### src/hdl/router_consts.svh
`ifndef ROUTER_CONSTS_SVH
`define ROUTER_CONSTS_SVH

// ##################################################
// router geometry
// ##################################################

// input ports in the order Local, North, East, West, South
`define NUM_PORTS 5

// flit field widths
`define FLIT_DATA_W 16
`define KIND_W 3
`define LEN_W 12

// input queue size, address width must cover the depth
`define FIFO_DEPTH 8
`define FIFO_AW 3

`endif

### src/hdl/routerPkg.sv
`default_nettype none

`include "router_consts.svh"

package routerPkg;

  typedef logic [`FLIT_DATA_W-1:0] flitData_t;

  // 3'b001 marks a header flit, everything else is body or tail
  typedef logic [`KIND_W-1:0] flitKind_t;

  // hold limit in clock cycles
  typedef logic [`LEN_W-1:0] pktLen_t;

  // bit 0 is Local, bit 4 is South
  typedef logic [`NUM_PORTS-1:0] portMask_t;

  // one-hot, bit 0 is idle and bits 5:1 line up with portMask_t
  typedef enum logic [5:0] {
    ARB_IDLE  = 6'b000001,
    ARB_LOCAL = 6'b000010,
    ARB_NORTH = 6'b000100,
    ARB_EAST  = 6'b001000,
    ARB_WEST  = 6'b010000,
    ARB_SOUTH = 6'b100000
  } arbState_t;

endpackage

`default_nettype wire

### src/hdl/flitFifo.sv
`timescale 1ns/1ps
`default_nettype none

`include "router_consts.svh"

module flitFifo
  import routerPkg::*;
(
  input  logic      clk,
  input  logic      rst,
  input  logic      write,
  input  flitKind_t wrKind,
  input  pktLen_t   wrLength,
  input  flitData_t wrData,
  input  logic      pop,
  output logic      full,
  output logic      notEmpty,
  output flitKind_t headKind,
  output pktLen_t   headLength,
  output flitData_t headData
);

  flitKind_t kindMem [`FIFO_DEPTH];
  pktLen_t   lenMem  [`FIFO_DEPTH];
  flitData_t dataMem [`FIFO_DEPTH];

  logic [`FIFO_AW-1:0] wrPtr;
  logic [`FIFO_AW-1:0] rdPtr;
  logic [`FIFO_AW:0]   memCount;
  logic [`FIFO_AW:0]   occupancy;
  logic                doWrite;
  logic                doPop;
  logic                loadHead;

  // the head register counts toward capacity, so the queue holds FIFO_DEPTH flits in total
  assign occupancy = memCount + (`FIFO_AW+1)'(notEmpty);
  assign full      = (occupancy == (`FIFO_AW+1)'(`FIFO_DEPTH));

  assign doWrite  = write & ~full;
  assign doPop    = pop & notEmpty;
  // refill the head whenever it is empty or being consumed this cycle
  assign loadHead = (memCount != '0) & (~notEmpty | doPop);

  always_ff @(posedge clk)
  begin
    if (doWrite)
    begin
      kindMem[wrPtr] <= wrKind;
      lenMem[wrPtr]  <= wrLength;
      dataMem[wrPtr] <= wrData;
    end
  end

  always_ff @(posedge clk)
  begin
    if (loadHead)
    begin
      headKind   <= kindMem[rdPtr];
      headLength <= lenMem[rdPtr];
      headData   <= dataMem[rdPtr];
    end
  end

  always_ff @(posedge clk)
  begin
    if (rst)
    begin
      wrPtr    <= '0;
      rdPtr    <= '0;
      memCount <= '0;
      notEmpty <= 1'b0;
    end
    else
    begin
      if (doWrite)
        wrPtr <= wrPtr + 1'b1;
      if (loadHead)
        rdPtr <= rdPtr + 1'b1;
      if (doWrite && !loadHead)
        memCount <= memCount + 1'b1;
      else if (!doWrite && loadHead)
        memCount <= memCount - 1'b1;
      if (loadHead)
        notEmpty <= 1'b1;
      else if (doPop)
        notEmpty <= 1'b0;
    end
  end

endmodule

`default_nettype wire

### src/hdl/grantTimer.sv
`timescale 1ns/1ps
`default_nettype none

`include "router_consts.svh"

module grantTimer
  import routerPkg::*;
(
  input  logic      clk,
  input  logic      rst,
  input  flitKind_t headKind,
  input  pktLen_t   headLength,
  input  logic      run,
  output logic      expired
);

  localparam flitKind_t KindHeader = 3'b001;

  pktLen_t limit;
  pktLen_t count;

  // the limit follows whatever header sits at the queue head, granted or not
  always_ff @(posedge clk)
  begin
    if (rst)
    begin
      limit <= '0;
      count <= '0;
    end
    else
    begin
      if (headKind == KindHeader)
        limit <= headLength;
      if (run)
        count <= count + 1'b1;
      else
        count <= '0;
    end
  end

  assign expired = (count == limit);

endmodule

`default_nettype wire

### src/hdl/portArbiter.sv
`timescale 1ns/1ps
`default_nettype none

`include "router_consts.svh"

module portArbiter
  import routerPkg::*;
(
  input  logic      clk,
  input  logic      rst,
  input  portMask_t request,
  input  flitKind_t headKind0,
  input  flitKind_t headKind1,
  input  flitKind_t headKind2,
  input  flitKind_t headKind3,
  input  flitKind_t headKind4,
  input  pktLen_t   headLength0,
  input  pktLen_t   headLength1,
  input  pktLen_t   headLength2,
  input  pktLen_t   headLength3,
  input  pktLen_t   headLength4,
  output portMask_t grant
);

  arbState_t state;
  arbState_t nextState;
  portMask_t runTimer;
  portMask_t expired;
  portMask_t keep;
  flitKind_t kindArr [`NUM_PORTS];
  pktLen_t   lengthArr [`NUM_PORTS];

  // first requesting port at or after start, wrapping South back to Local
  function automatic arbState_t pickNext(input portMask_t req, input int start);
    arbState_t pick;
    int        idx;
    pick = ARB_IDLE;
    for (int k = `NUM_PORTS - 1; k >= 0; k--)
    begin
      idx = (start + k) % `NUM_PORTS;
      if (req[idx])
        pick = arbState_t'(6'b000010 << idx);
    end
    return pick;
  endfunction

  assign kindArr   = '{headKind0, headKind1, headKind2, headKind3, headKind4};
  assign lengthArr = '{headLength0, headLength1, headLength2, headLength3, headLength4};

  // ##################################################
  // per-port hold timers
  // ##################################################

  for (genvar i = 0; i < `NUM_PORTS; i++)
  begin : genTimer
    grantTimer u_timer (
      .clk        (clk),
      .rst        (rst),
      .headKind   (kindArr[i]),
      .headLength (lengthArr[i]),
      .run        (runTimer[i]),
      .expired    (expired[i])
    );
  end

  // ##################################################
  // grant state machine
  // ##################################################

  assign grant = state[5:1];

  // the holder keeps the output while it still requests and its timer has not run out
  assign keep = grant & request & ~expired;

  always_comb
  begin
    runTimer  = keep;
    nextState = ARB_IDLE;
    if (|keep)
      nextState = state;
    else
    begin
      // search starts just after the current holder, the holder itself comes last
      case (state)
        ARB_IDLE:  nextState = pickNext(request, 0);
        ARB_LOCAL: nextState = pickNext(request, 1);
        ARB_NORTH: nextState = pickNext(request, 2);
        ARB_EAST:  nextState = pickNext(request, 3);
        ARB_WEST:  nextState = pickNext(request, 4);
        ARB_SOUTH: nextState = pickNext(request, 0);
        default:   nextState = ARB_IDLE;
      endcase
    end
  end

  always_ff @(posedge clk)
  begin
    if (rst)
      state <= ARB_IDLE;
    else
      state <= nextState;
  end

endmodule

`default_nettype wire

### src/hdl/outputSwitch.sv
`timescale 1ns/1ps
`default_nettype none

`include "router_consts.svh"

module outputSwitch
  import routerPkg::*;
(
  input  logic      clk,
  input  logic      rst,
  input  portMask_t grant,
  input  portMask_t notEmpty,
  input  flitKind_t headKind0,
  input  flitKind_t headKind1,
  input  flitKind_t headKind2,
  input  flitKind_t headKind3,
  input  flitKind_t headKind4,
  input  flitData_t headData0,
  input  flitData_t headData1,
  input  flitData_t headData2,
  input  flitData_t headData3,
  input  flitData_t headData4,
  output portMask_t pop,
  output logic      outValid,
  output flitKind_t outKind,
  output flitData_t outData,
  output portMask_t outPort
);

  flitKind_t kindArr [`NUM_PORTS];
  flitData_t dataArr [`NUM_PORTS];
  flitKind_t selKind;
  flitData_t selData;

  assign kindArr = '{headKind0, headKind1, headKind2, headKind3, headKind4};
  assign dataArr = '{headData0, headData1, headData2, headData3, headData4};

  assign pop = grant & notEmpty;

  // grant is one-hot, so at most one head is selected
  always_comb
  begin
    selKind = '0;
    selData = '0;
    for (int i = 0; i < `NUM_PORTS; i++)
    begin
      if (grant[i])
      begin
        selKind = kindArr[i];
        selData = dataArr[i];
      end
    end
  end

  always_ff @(posedge clk)
  begin
    if (rst)
      outValid <= 1'b0;
    else
      outValid <= |pop;
  end

  always_ff @(posedge clk)
  begin
    if (|pop)
    begin
      outKind <= selKind;
      outData <= selData;
      outPort <= grant;
    end
  end

endmodule

`default_nettype wire

### src/hdl/routerOutputPort.sv
`timescale 1ns/1ps
`default_nettype none

`include "router_consts.svh"

module routerOutputPort
  import routerPkg::*;
(
  input  logic      clk,
  input  logic      rst,
  input  logic      inWrite0, inWrite1, inWrite2, inWrite3, inWrite4,
  input  flitKind_t inKind0, inKind1, inKind2, inKind3, inKind4,
  input  pktLen_t   inLength0, inLength1, inLength2, inLength3, inLength4,
  input  flitData_t inData0, inData1, inData2, inData3, inData4,
  output logic      inFull0, inFull1, inFull2, inFull3, inFull4,
  output logic      outValid,
  output flitKind_t outKind,
  output flitData_t outData,
  output portMask_t outPort
);

  portMask_t writeVec;
  portMask_t fullVec;
  portMask_t notEmpty;
  portMask_t grant;
  portMask_t pop;
  flitKind_t wrKindArr [`NUM_PORTS];
  pktLen_t   wrLengthArr [`NUM_PORTS];
  flitData_t wrDataArr [`NUM_PORTS];
  flitKind_t headKind [`NUM_PORTS];
  pktLen_t   headLength [`NUM_PORTS];
  flitData_t headData [`NUM_PORTS];

  assign writeVec    = {inWrite4, inWrite3, inWrite2, inWrite1, inWrite0};
  assign wrKindArr   = '{inKind0, inKind1, inKind2, inKind3, inKind4};
  assign wrLengthArr = '{inLength0, inLength1, inLength2, inLength3, inLength4};
  assign wrDataArr   = '{inData0, inData1, inData2, inData3, inData4};
  assign {inFull4, inFull3, inFull2, inFull1, inFull0} = fullVec;

  for (genvar i = 0; i < `NUM_PORTS; i++)
  begin : genQueue
    flitFifo u_fifo (
      .clk        (clk),
      .rst        (rst),
      .write      (writeVec[i]),
      .wrKind     (wrKindArr[i]),
      .wrLength   (wrLengthArr[i]),
      .wrData     (wrDataArr[i]),
      .pop        (pop[i]),
      .full       (fullVec[i]),
      .notEmpty   (notEmpty[i]),
      .headKind   (headKind[i]),
      .headLength (headLength[i]),
      .headData   (headData[i])
    );
  end

  portArbiter u_arbiter (
    .clk         (clk),
    .rst         (rst),
    .request     (notEmpty),
    .headKind0   (headKind[0]),
    .headKind1   (headKind[1]),
    .headKind2   (headKind[2]),
    .headKind3   (headKind[3]),
    .headKind4   (headKind[4]),
    .headLength0 (headLength[0]),
    .headLength1 (headLength[1]),
    .headLength2 (headLength[2]),
    .headLength3 (headLength[3]),
    .headLength4 (headLength[4]),
    .grant       (grant)
  );

  outputSwitch u_switch (
    .clk       (clk),
    .rst       (rst),
    .grant     (grant),
    .notEmpty  (notEmpty),
    .headKind0 (headKind[0]),
    .headKind1 (headKind[1]),
    .headKind2 (headKind[2]),
    .headKind3 (headKind[3]),
    .headKind4 (headKind[4]),
    .headData0 (headData[0]),
    .headData1 (headData[1]),
    .headData2 (headData[2]),
    .headData3 (headData[3]),
    .headData4 (headData[4]),
    .pop       (pop),
    .outValid  (outValid),
    .outKind   (outKind),
    .outData   (outData),
    .outPort   (outPort)
  );

endmodule

`default_nettype wire

### config.mk
export PLATFORM = sky130hd
export DESIGN_NAME = routerOutputPort
export DESIGN_NICKNAME = d
export VERILOG_FILES = /design/src/hdl/routerPkg.sv /design/src/hdl/flitFifo.sv /design/src/hdl/grantTimer.sv /design/src/hdl/portArbiter.sv /design/src/hdl/outputSwitch.sv /design/src/hdl/routerOutputPort.sv
export VERILOG_INCLUDE_DIRS = /design/src /design/src/hdl
export SDC_FILE = /design/constraint.sdc
export NUM_CORES = 2
export LEC_CHECK = 0
export BUFFER_PORTS_ARGS = -buffer_cell sky130_fd_sc_hd__buf_2
export CORE_MARGIN = 4
export CORE_UTILIZATION = 45
export CTS_CLUSTER_SIZE = 25
export DETAILED_ROUTE_END_ITERATION = 10
export PLACE_DENSITY = 0.59
export SYNTH_ARGS = -nofsm -noshare
export SYNTH_HDL_FRONTEND = slang
export SYNTH_SLANG_ARGS = --single-unit
export TNS_END_PERCENT = 50
### constraint.sdc
create_clock -name clk -period 5.41 [get_ports clk]
set_clock_uncertainty 0.1 [all_clocks]
set_input_delay 0.2705 -clock clk [delete_from_list [all_inputs] [get_ports clk]]
set_output_delay 0.2705 -clock clk [all_outputs]
set_load 0.01 [all_outputs]
* After elaboration in Yosys (flattened, before gate mapping)
Memories as Yosys holds them, arrays and structs flattened. A register that Yosys moved wholly into a read port is not among the register bits. Cells that the tools add are included.
Cells by class: $add $sub $neg 30, $mul 0, div/mod/pow operators 0, order comparisons 0, eq/ne operators 21, shift operators 0, multiplexer cells 66, bitwise operators 38, reduce and logical (&&, ||, !) cells 43
Operator list (count):
- 6-bit two-way mux | 15
- 16-bit two-way mux | 5
- 12-bit by 1-bit adder with 12-bit output, second input constant | 5
- 12-bit == test | 5
- 4-bit two-way mux | 13
- 3-bit by 1-bit adder with 3-bit output, second input constant | 10
- 6-bit one-hot mux with 5 select lines | 1
- 3-bit two-way mux | 7
- 4-bit by 1-bit adder with 4-bit output | 5
- 4-bit by 1-bit adder with 4-bit output, second input constant | 5
- 4-bit == test, second input constant | 5
- 1-bit two-way mux | 20
- 5-bit two-way mux | 4
- 2-bit nonzero test | 10
- 4-bit nonzero test | 5
- 4-bit by 1-bit subtractor with 4-bit output, second input constant | 5
- 1-bit bitwise AND | 15
- 3-bit by 1-bit == test with 1-bit output, second input constant | 5
- 1-bit NOT | 15
- 2-bit OR reduction | 6
- 5-bit bitwise AND | 2
- 1-bit logical AND | 10
- 1-bit logical NOT | 10
- 5-bit OR reduction | 2
- 9 further kinds | 13
Storage, ports and cells: bits in registers 206, bits in latches 0, memory bits (writable) 1240, memory bits (read-only) 0, output and inout port bits 30, memories 15
Memory list:
- genQueue[0].u_fifo.dataMem | words 8, width 16, rd ports 1, clocked after Yosys merged registers in 1, wr ports 1, line flitFifo.sv:25 | flitData_t dataMem [`FIFO_DEPTH];
- genQueue[1].u_fifo.dataMem | words 8, width 16, rd ports 1, clocked after Yosys merged registers in 1, wr ports 1, line flitFifo.sv:25
- genQueue[2].u_fifo.dataMem | words 8, width 16, rd ports 1, clocked after Yosys merged registers in 1, wr ports 1, line flitFifo.sv:25
- genQueue[3].u_fifo.dataMem | words 8, width 16, rd ports 1, clocked after Yosys merged registers in 1, wr ports 1, line flitFifo.sv:25
- genQueue[4].u_fifo.dataMem | words 8, width 16, rd ports 1, clocked after Yosys merged registers in 1, wr ports 1, line flitFifo.sv:25
- genQueue[0].u_fifo.lenMem | words 8, width 12, rd ports 1, clocked after Yosys merged registers in 1, wr ports 1, line flitFifo.sv:24 | pktLen_t lenMem [`FIFO_DEPTH];
- 9 more memories

* Logic depth before layout (Yosys ltp)
depth in word-level cells 8, depth in mapped cells 15, mapped depth without buffers 15

* Modules after synthesis
Synthesis repeated with hierarchy kept, for this count alone.
Second synthesis, totals: cell total of the unflattened synthesis 3158, area total of the unflattened synthesis 63412.1 um^2
Modules (own cells, without submodules):
- flitFifo | instances 5, cells an instance 473, area an instance 11178.2 um^2, sequential area each 8598.2 um^2
- grantTimer at u_arbiter.genTimer[0].u_timer ... | instances 4, cells an instance 113, area an instance 1076.0 um^2, sequential area each 480.5 um^2
- outputSwitch | instances 1, cells an instance 146, area an instance 1536.5 um^2, sequential area each 740.7 um^2
- grantTimer at u_arbiter.genTimer[4].u_timer | instances 1, cells an instance 112, area an instance 1087.3 um^2, sequential area each 480.5 um^2
- portArbiter | instances 1, cells an instance 83, area an instance 593.1 um^2, sequential area each 120.1 um^2

* Worst setup path after synthesis
No wires, ideal clock.
path type register to register, from register genQueue[3].u_fifo.memCount[0], to memory genQueue[3].u_fifo.dataMem[0][0] (netlist bit) (enable), library setup time 464 ps, arrival 3985 ps, slack 861 ps, cell stages (with the launch flop) 10, period minus slack after synthesis 4549 ps, cell sequence dfxtp_1 > ha_1 > ha_1 > a21boi_0 > a21oi_1 > mux2_2 > o31a_1 > buf_2 > nor2b_1 > nor3b_1
On the way: cells in the longest elaborated chain, start to end 6
Ends and longest elaborated chain:
- start: declaration | line flitFifo.sv:29 | logic [`FIFO_AW:0] memCount;
- start signal: assignment | line flitFifo.sv:80 | memCount <= memCount + 1'b1;
- start signal: assignment | line flitFifo.sv:82 | memCount <= memCount - 1'b1;
- 4-bit by 1-bit adder with 4-bit output | line flitFifo.sv:36 | assign occupancy = memCount + (`FIFO_AW+1)'(notEmpty);
- 4-bit == test | line flitFifo.sv:37 | assign full = (occupancy == (`FIFO_AW+1)'(`FIFO_DEPTH));
- 1-bit NOT | line flitFifo.sv:39 | assign doWrite = write & ~full;
- 1-bit bitwise AND | line flitFifo.sv:39
- net genQueue[3].u_fifo.doWrite | line flitFifo.sv:31 | logic doWrite;
- 1-bit two-way mux | line flitFifo.sv:46 | if (doWrite)
- 1-bit two-way mux (not written as such) | line flitFifo.sv:50 | dataMem[wrPtr] <= wrData;
- end: declaration | line flitFifo.sv:25
The timed path passes the listed nets, and every way through them passes these cells.

* Worst setup path in the final report
from register genQueue[4].u_fifo.notEmpty, to register genQueue[4].u_fifo.memCount[3]
On the way: cells in the longest elaborated chain, start to end 7
Ends and longest elaborated chain:
- start: declaration | line flitFifo.sv:17 | output logic notEmpty,
- start signal: assignment | line flitFifo.sv:71 | notEmpty <= 1'b0;
- start signal: assignment | line flitFifo.sv:84 | notEmpty <= 1'b1;
- start signal: assignment | line flitFifo.sv:86 | notEmpty <= 1'b0;
- 4-bit by 1-bit adder with 4-bit output * | line flitFifo.sv:36
- 4-bit == test * | line flitFifo.sv:37
- 1-bit NOT * | line flitFifo.sv:39
- 1-bit bitwise AND * | line flitFifo.sv:39
- net genQueue[4].u_fifo.doWrite | line flitFifo.sv:31
- 1-bit logical NOT | line flitFifo.sv:81 | else if (!doWrite && loadHead)
- 1-bit logical AND | line flitFifo.sv:81
- 2-bit nonzero test (no line)
- end signal: assignment | line flitFifo.sv:80
- end signal: assignment | line flitFifo.sv:82
- end: declaration | line flitFifo.sv:29
Mark *: on every way through the listed nets, which the timed path passes. The rest lies on a longest branch. A chain may end at the register's enable or synchronous reset.

==> summary.md <==
| Metric | Value |
|---|---|
| Post-Syn Instances | `3099` |
| Core area | `between 0.1 and 0.15 mm2` |
| Number of synthesized register bits | `around 1600` |
| DIE HEIGHT | `between 300 and 400 um` |
| Yosys warning count | `0` |
| Drt first-iter violations | `1971` |
| Worst-margin pin slew | `~1.2 ns` |
| Synth area leaders | `edfxtp_1 69%, mux4_2 11%, dfxtp_1 5.9%` |
| Most common cell after layout, fill and taps aside | `edfxtp_1` |
| Max Root-Sink Buffers | `3` |
| First-pass GRT wire length | `200 mm` |
| Critical path class | `reg2reg` |
| CP startpoint kind | `register` |
| CTS clk-pin slew, worst paths | `approximately 0.06 ns` |
| CP Max Fanout | `10` |
| Max Cap Violations | `0` |
| Port bufs | `approximately 190` |
| Avg WL per Cell | `~24 um` |
| Hold Crit Class | `in2reg` |
| Full die area | `roughly 0.14 mm2` |
| Crit. End Element | `register` |
| Post-Synthesis Cell Area | `between 0.06 and 0.07 mm2` |
| Final Util | `0.530` |
| Initial antenna violation count | `16` |
| Final Hold Violating Endpoints | `0` |
| GR Layer Usage met1 | `0.246` |
| Post-route clock period utilization | `0.709` |
| H-tree depth | `4` |
| Row count | `roughly 140` |
| Max Freq | `around 0.26 GHz` |
| Met2 Track Usage GR | `0.320` |
| Clock Latency Late Sink | `roughly 0.77 ns` |
| Net Count, Synth | `roughly 3300` |
| Async SR Flop Fraction | `0` |
| Clock sink total | `1601` |
| Pwr/cell area | `between 400 and 500 mW/mm2` |
| Final Setup Violations | `0` |
| GRT Max-Usage Layer | `met2` |
| Crit path time final | `around 3.8 ns` |
| Leak Pwr | `around 24 nW` |
| Max VDD drop | `a little under 0.3 mV` |
| Post-CTS sizing | `0` |
| DRT Pass-1 Iters | `5` |
| IO Count | `192` |
| Final antenna-violating net count | `0` |
| # fillers | `roughly 11000` |
| Largest net degree at the start of global routing | `between 60 and 70` |
| Post-route setup TNS | `0 ns` |
| Yosys cell types | `53` |
| Critical path required time | `roughly 6.0 ns` |
| Pins Over Slew Limit | `0` |
| Initial Utilization | `0.453` |
| DRC | `0` |
| Die W | `between 300 and 400 um` |
| Layout cells sized above 1 | `0.281` |
| Max_slew headroom | `0.177` |
| Nets@finish | `~3700` |
| Area Overhead vs Synth | `16.8%` |
| Status | `complete, no violations` |
| Most frequent cells in the layout | `1419 x edfxtp_1, 310 x mux4_2, 197 x nor2_1` |
| Arrival time worst endpoint | `4.43 ns` |
| CTS buffer count | `roughly 160` |
| Via density | `5.44` |
| Final RePlAce weighted congestion | `around 0.84` |
| GR Util All Layers | `0.189` |
| Met3 Usage GRT | `0.0425` |
| Syn avg cell area | `between 15 and 20 um2` |
| RSZ-0062 raised after global routing | `no` |
| Area share of the largest cell type after synthesis | `0.694` |
| Clk root buf | `clkbuf_16` |
| Vias in the first global route | `~32000` |
| Dominant register cell in the synthesized netlist | `edfxtp_1` |
| Gr ovfl total | `0` |
| CTS tree | `done` |
| Total vias in the final route | `29800` |
| Routed WL | `133 mm` |
| EDFF count, synth | `roughly 1400` |
| Post-synth top area cell | `edfxtp_1` |
| Hpwl dp | `around 80 mm` |
| Seq/Total Area, Yosys | `0.753` |
-- critical path, stage by stage, from the launching register on --
cell and delay [ns]:
dfxtp_1 0.57, ha_1 0.30, ha_1 0.22, a21boi_0 0.20, a21oi_1 0.11, mux2_2 0.31, o31ai_2 0.32, inv_1 0.15
ha_1 0.23, inv_1 0.12, ha_1 0.25, a21o_1 0.18, a21oi_1 0.18, xnor2_1 0.09, or3_1 0.30, a21oi_1 0.14
-- logic make-up after synthesis --
logic type | synth area share
flip-flops | 0.753
AND/OR/NAND/NOR | 0.0350
XOR/XNOR | 0.0200
multiplexers | 0.156
buffers and inverters | 0.0116
AO/OA/AOI/OAI | 0.0147
adder cells (fa/ha/maj) | 0.00978
-- cells in the mapped netlist, drive strengths merged (7+ instances only) --
cell,instances
a21oi,61
a221oi,19
and3,24
and3b,8
buf,54
clkbuf,95
dfxtp,182
edfxtp,1419
ha,40
inv,24
mux2,160
mux2i,79
mux4,310
nand2,55
nand2b,12
nand3,29
nand4,9
nor2,204
nor2b,10
nor3,34
nor3b,22
nor4,22
o21ai,30
or3,7
xnor2,40
xor2,100
-- layout make-up --
class,instances,area [um2],area share
Multi-Input combinational cell,1325,14700,0.205
Clock buffer,217,4460,0.0621
Antenna cell,7,17.5,0.000244
Clock inverter,88,852,0.0119
Sequential cell,1601,46300,0.645
Tap cell,1781,2230,0.0311
Inverter,24,90.1,0.00126
Timing Repair Buffer,423,3130,0.0436
-- report_power, final --
group | internal, W | switching (W)
Clock | 0.00647 | 0.00457
Combinational | 0.00306 | 0.00317
Sequential | 0.0153 | 0.00118
Total | 0.0248 | 0.00893
-- registers in the layout (all words and copies together) (netlist names), 6 cells and up --
| signal | count |
|---|---|
| genQueue.u_fifo.lenMem | 480 |
| genQueue.u_fifo.headKind | 15 |
| genQueue.u_fifo.kindMem | 120 |
| genQueue.u_fifo.rdPtr | 15 |
| genQueue.u_fifo.wrPtr | 15 |
| genQueue.u_fifo.dataMem | 640 |
| u_arbiter.genTimer.u_timer.limit | 60 |
| u_switch.outData | 16 |
| u_arbiter.genTimer.u_timer.count | 60 |
| genQueue.u_fifo.headLength | 60 |
| u_arbiter.state | 6 |
| genQueue.u_fifo.headData | 80 |
| genQueue.u_fifo.memCount | 20 |
-- metal layers --
metal | vias up | wire, um
li1 | 13300 | -
met1 | 15400 | 54500
met2 | 740 | 66700
met3 | 220 | 8050
met4 | 8 | 3390
met5 | - | 49
-- worst paths after layout --
kind | startpoint | endpoint | slack (ns) | cells after the start
max | genQueue[4].u_fifo.notEmpty | genQueue[4].u_fifo.memCount[3] | 1.57 | 15
min | inData0[12] | genQueue[0].u_fifo.dataMem[0][12] | 0.20 | 2
max reg2reg | genQueue[4].u_fifo.notEmpty | genQueue[4].u_fifo.memCount[3] | 1.57 | 15
min reg2reg | genQueue[0].u_fifo.headLength[10] | u_arbiter.genTimer[0].u_timer.limit[10] | 0.38 | 2
-- metrics by stage --
step                      cell area, um2  power, W  setup WS, ns  std cells  hold slack [ns]
after floorplan                    61400    0.0207         0.861       3099            0.269
after global placement             64800    0.0228          1.67       4992            0.364
after detailed placement           64800    0.0230          1.60       4992            0.371
after CTS                          71700    0.0342          1.60       5459            0.130
after global routing               71700    0.0353          1.30       5460            0.182
final                              71700    0.0337          1.57       5466            0.199
-- repair_timing --
item	in CTS	in global routing
hold buffers	162	0
buffers inserted	0	0
endpoints found under the hold margin	1294	0
(Power assumes the default switching activity.)
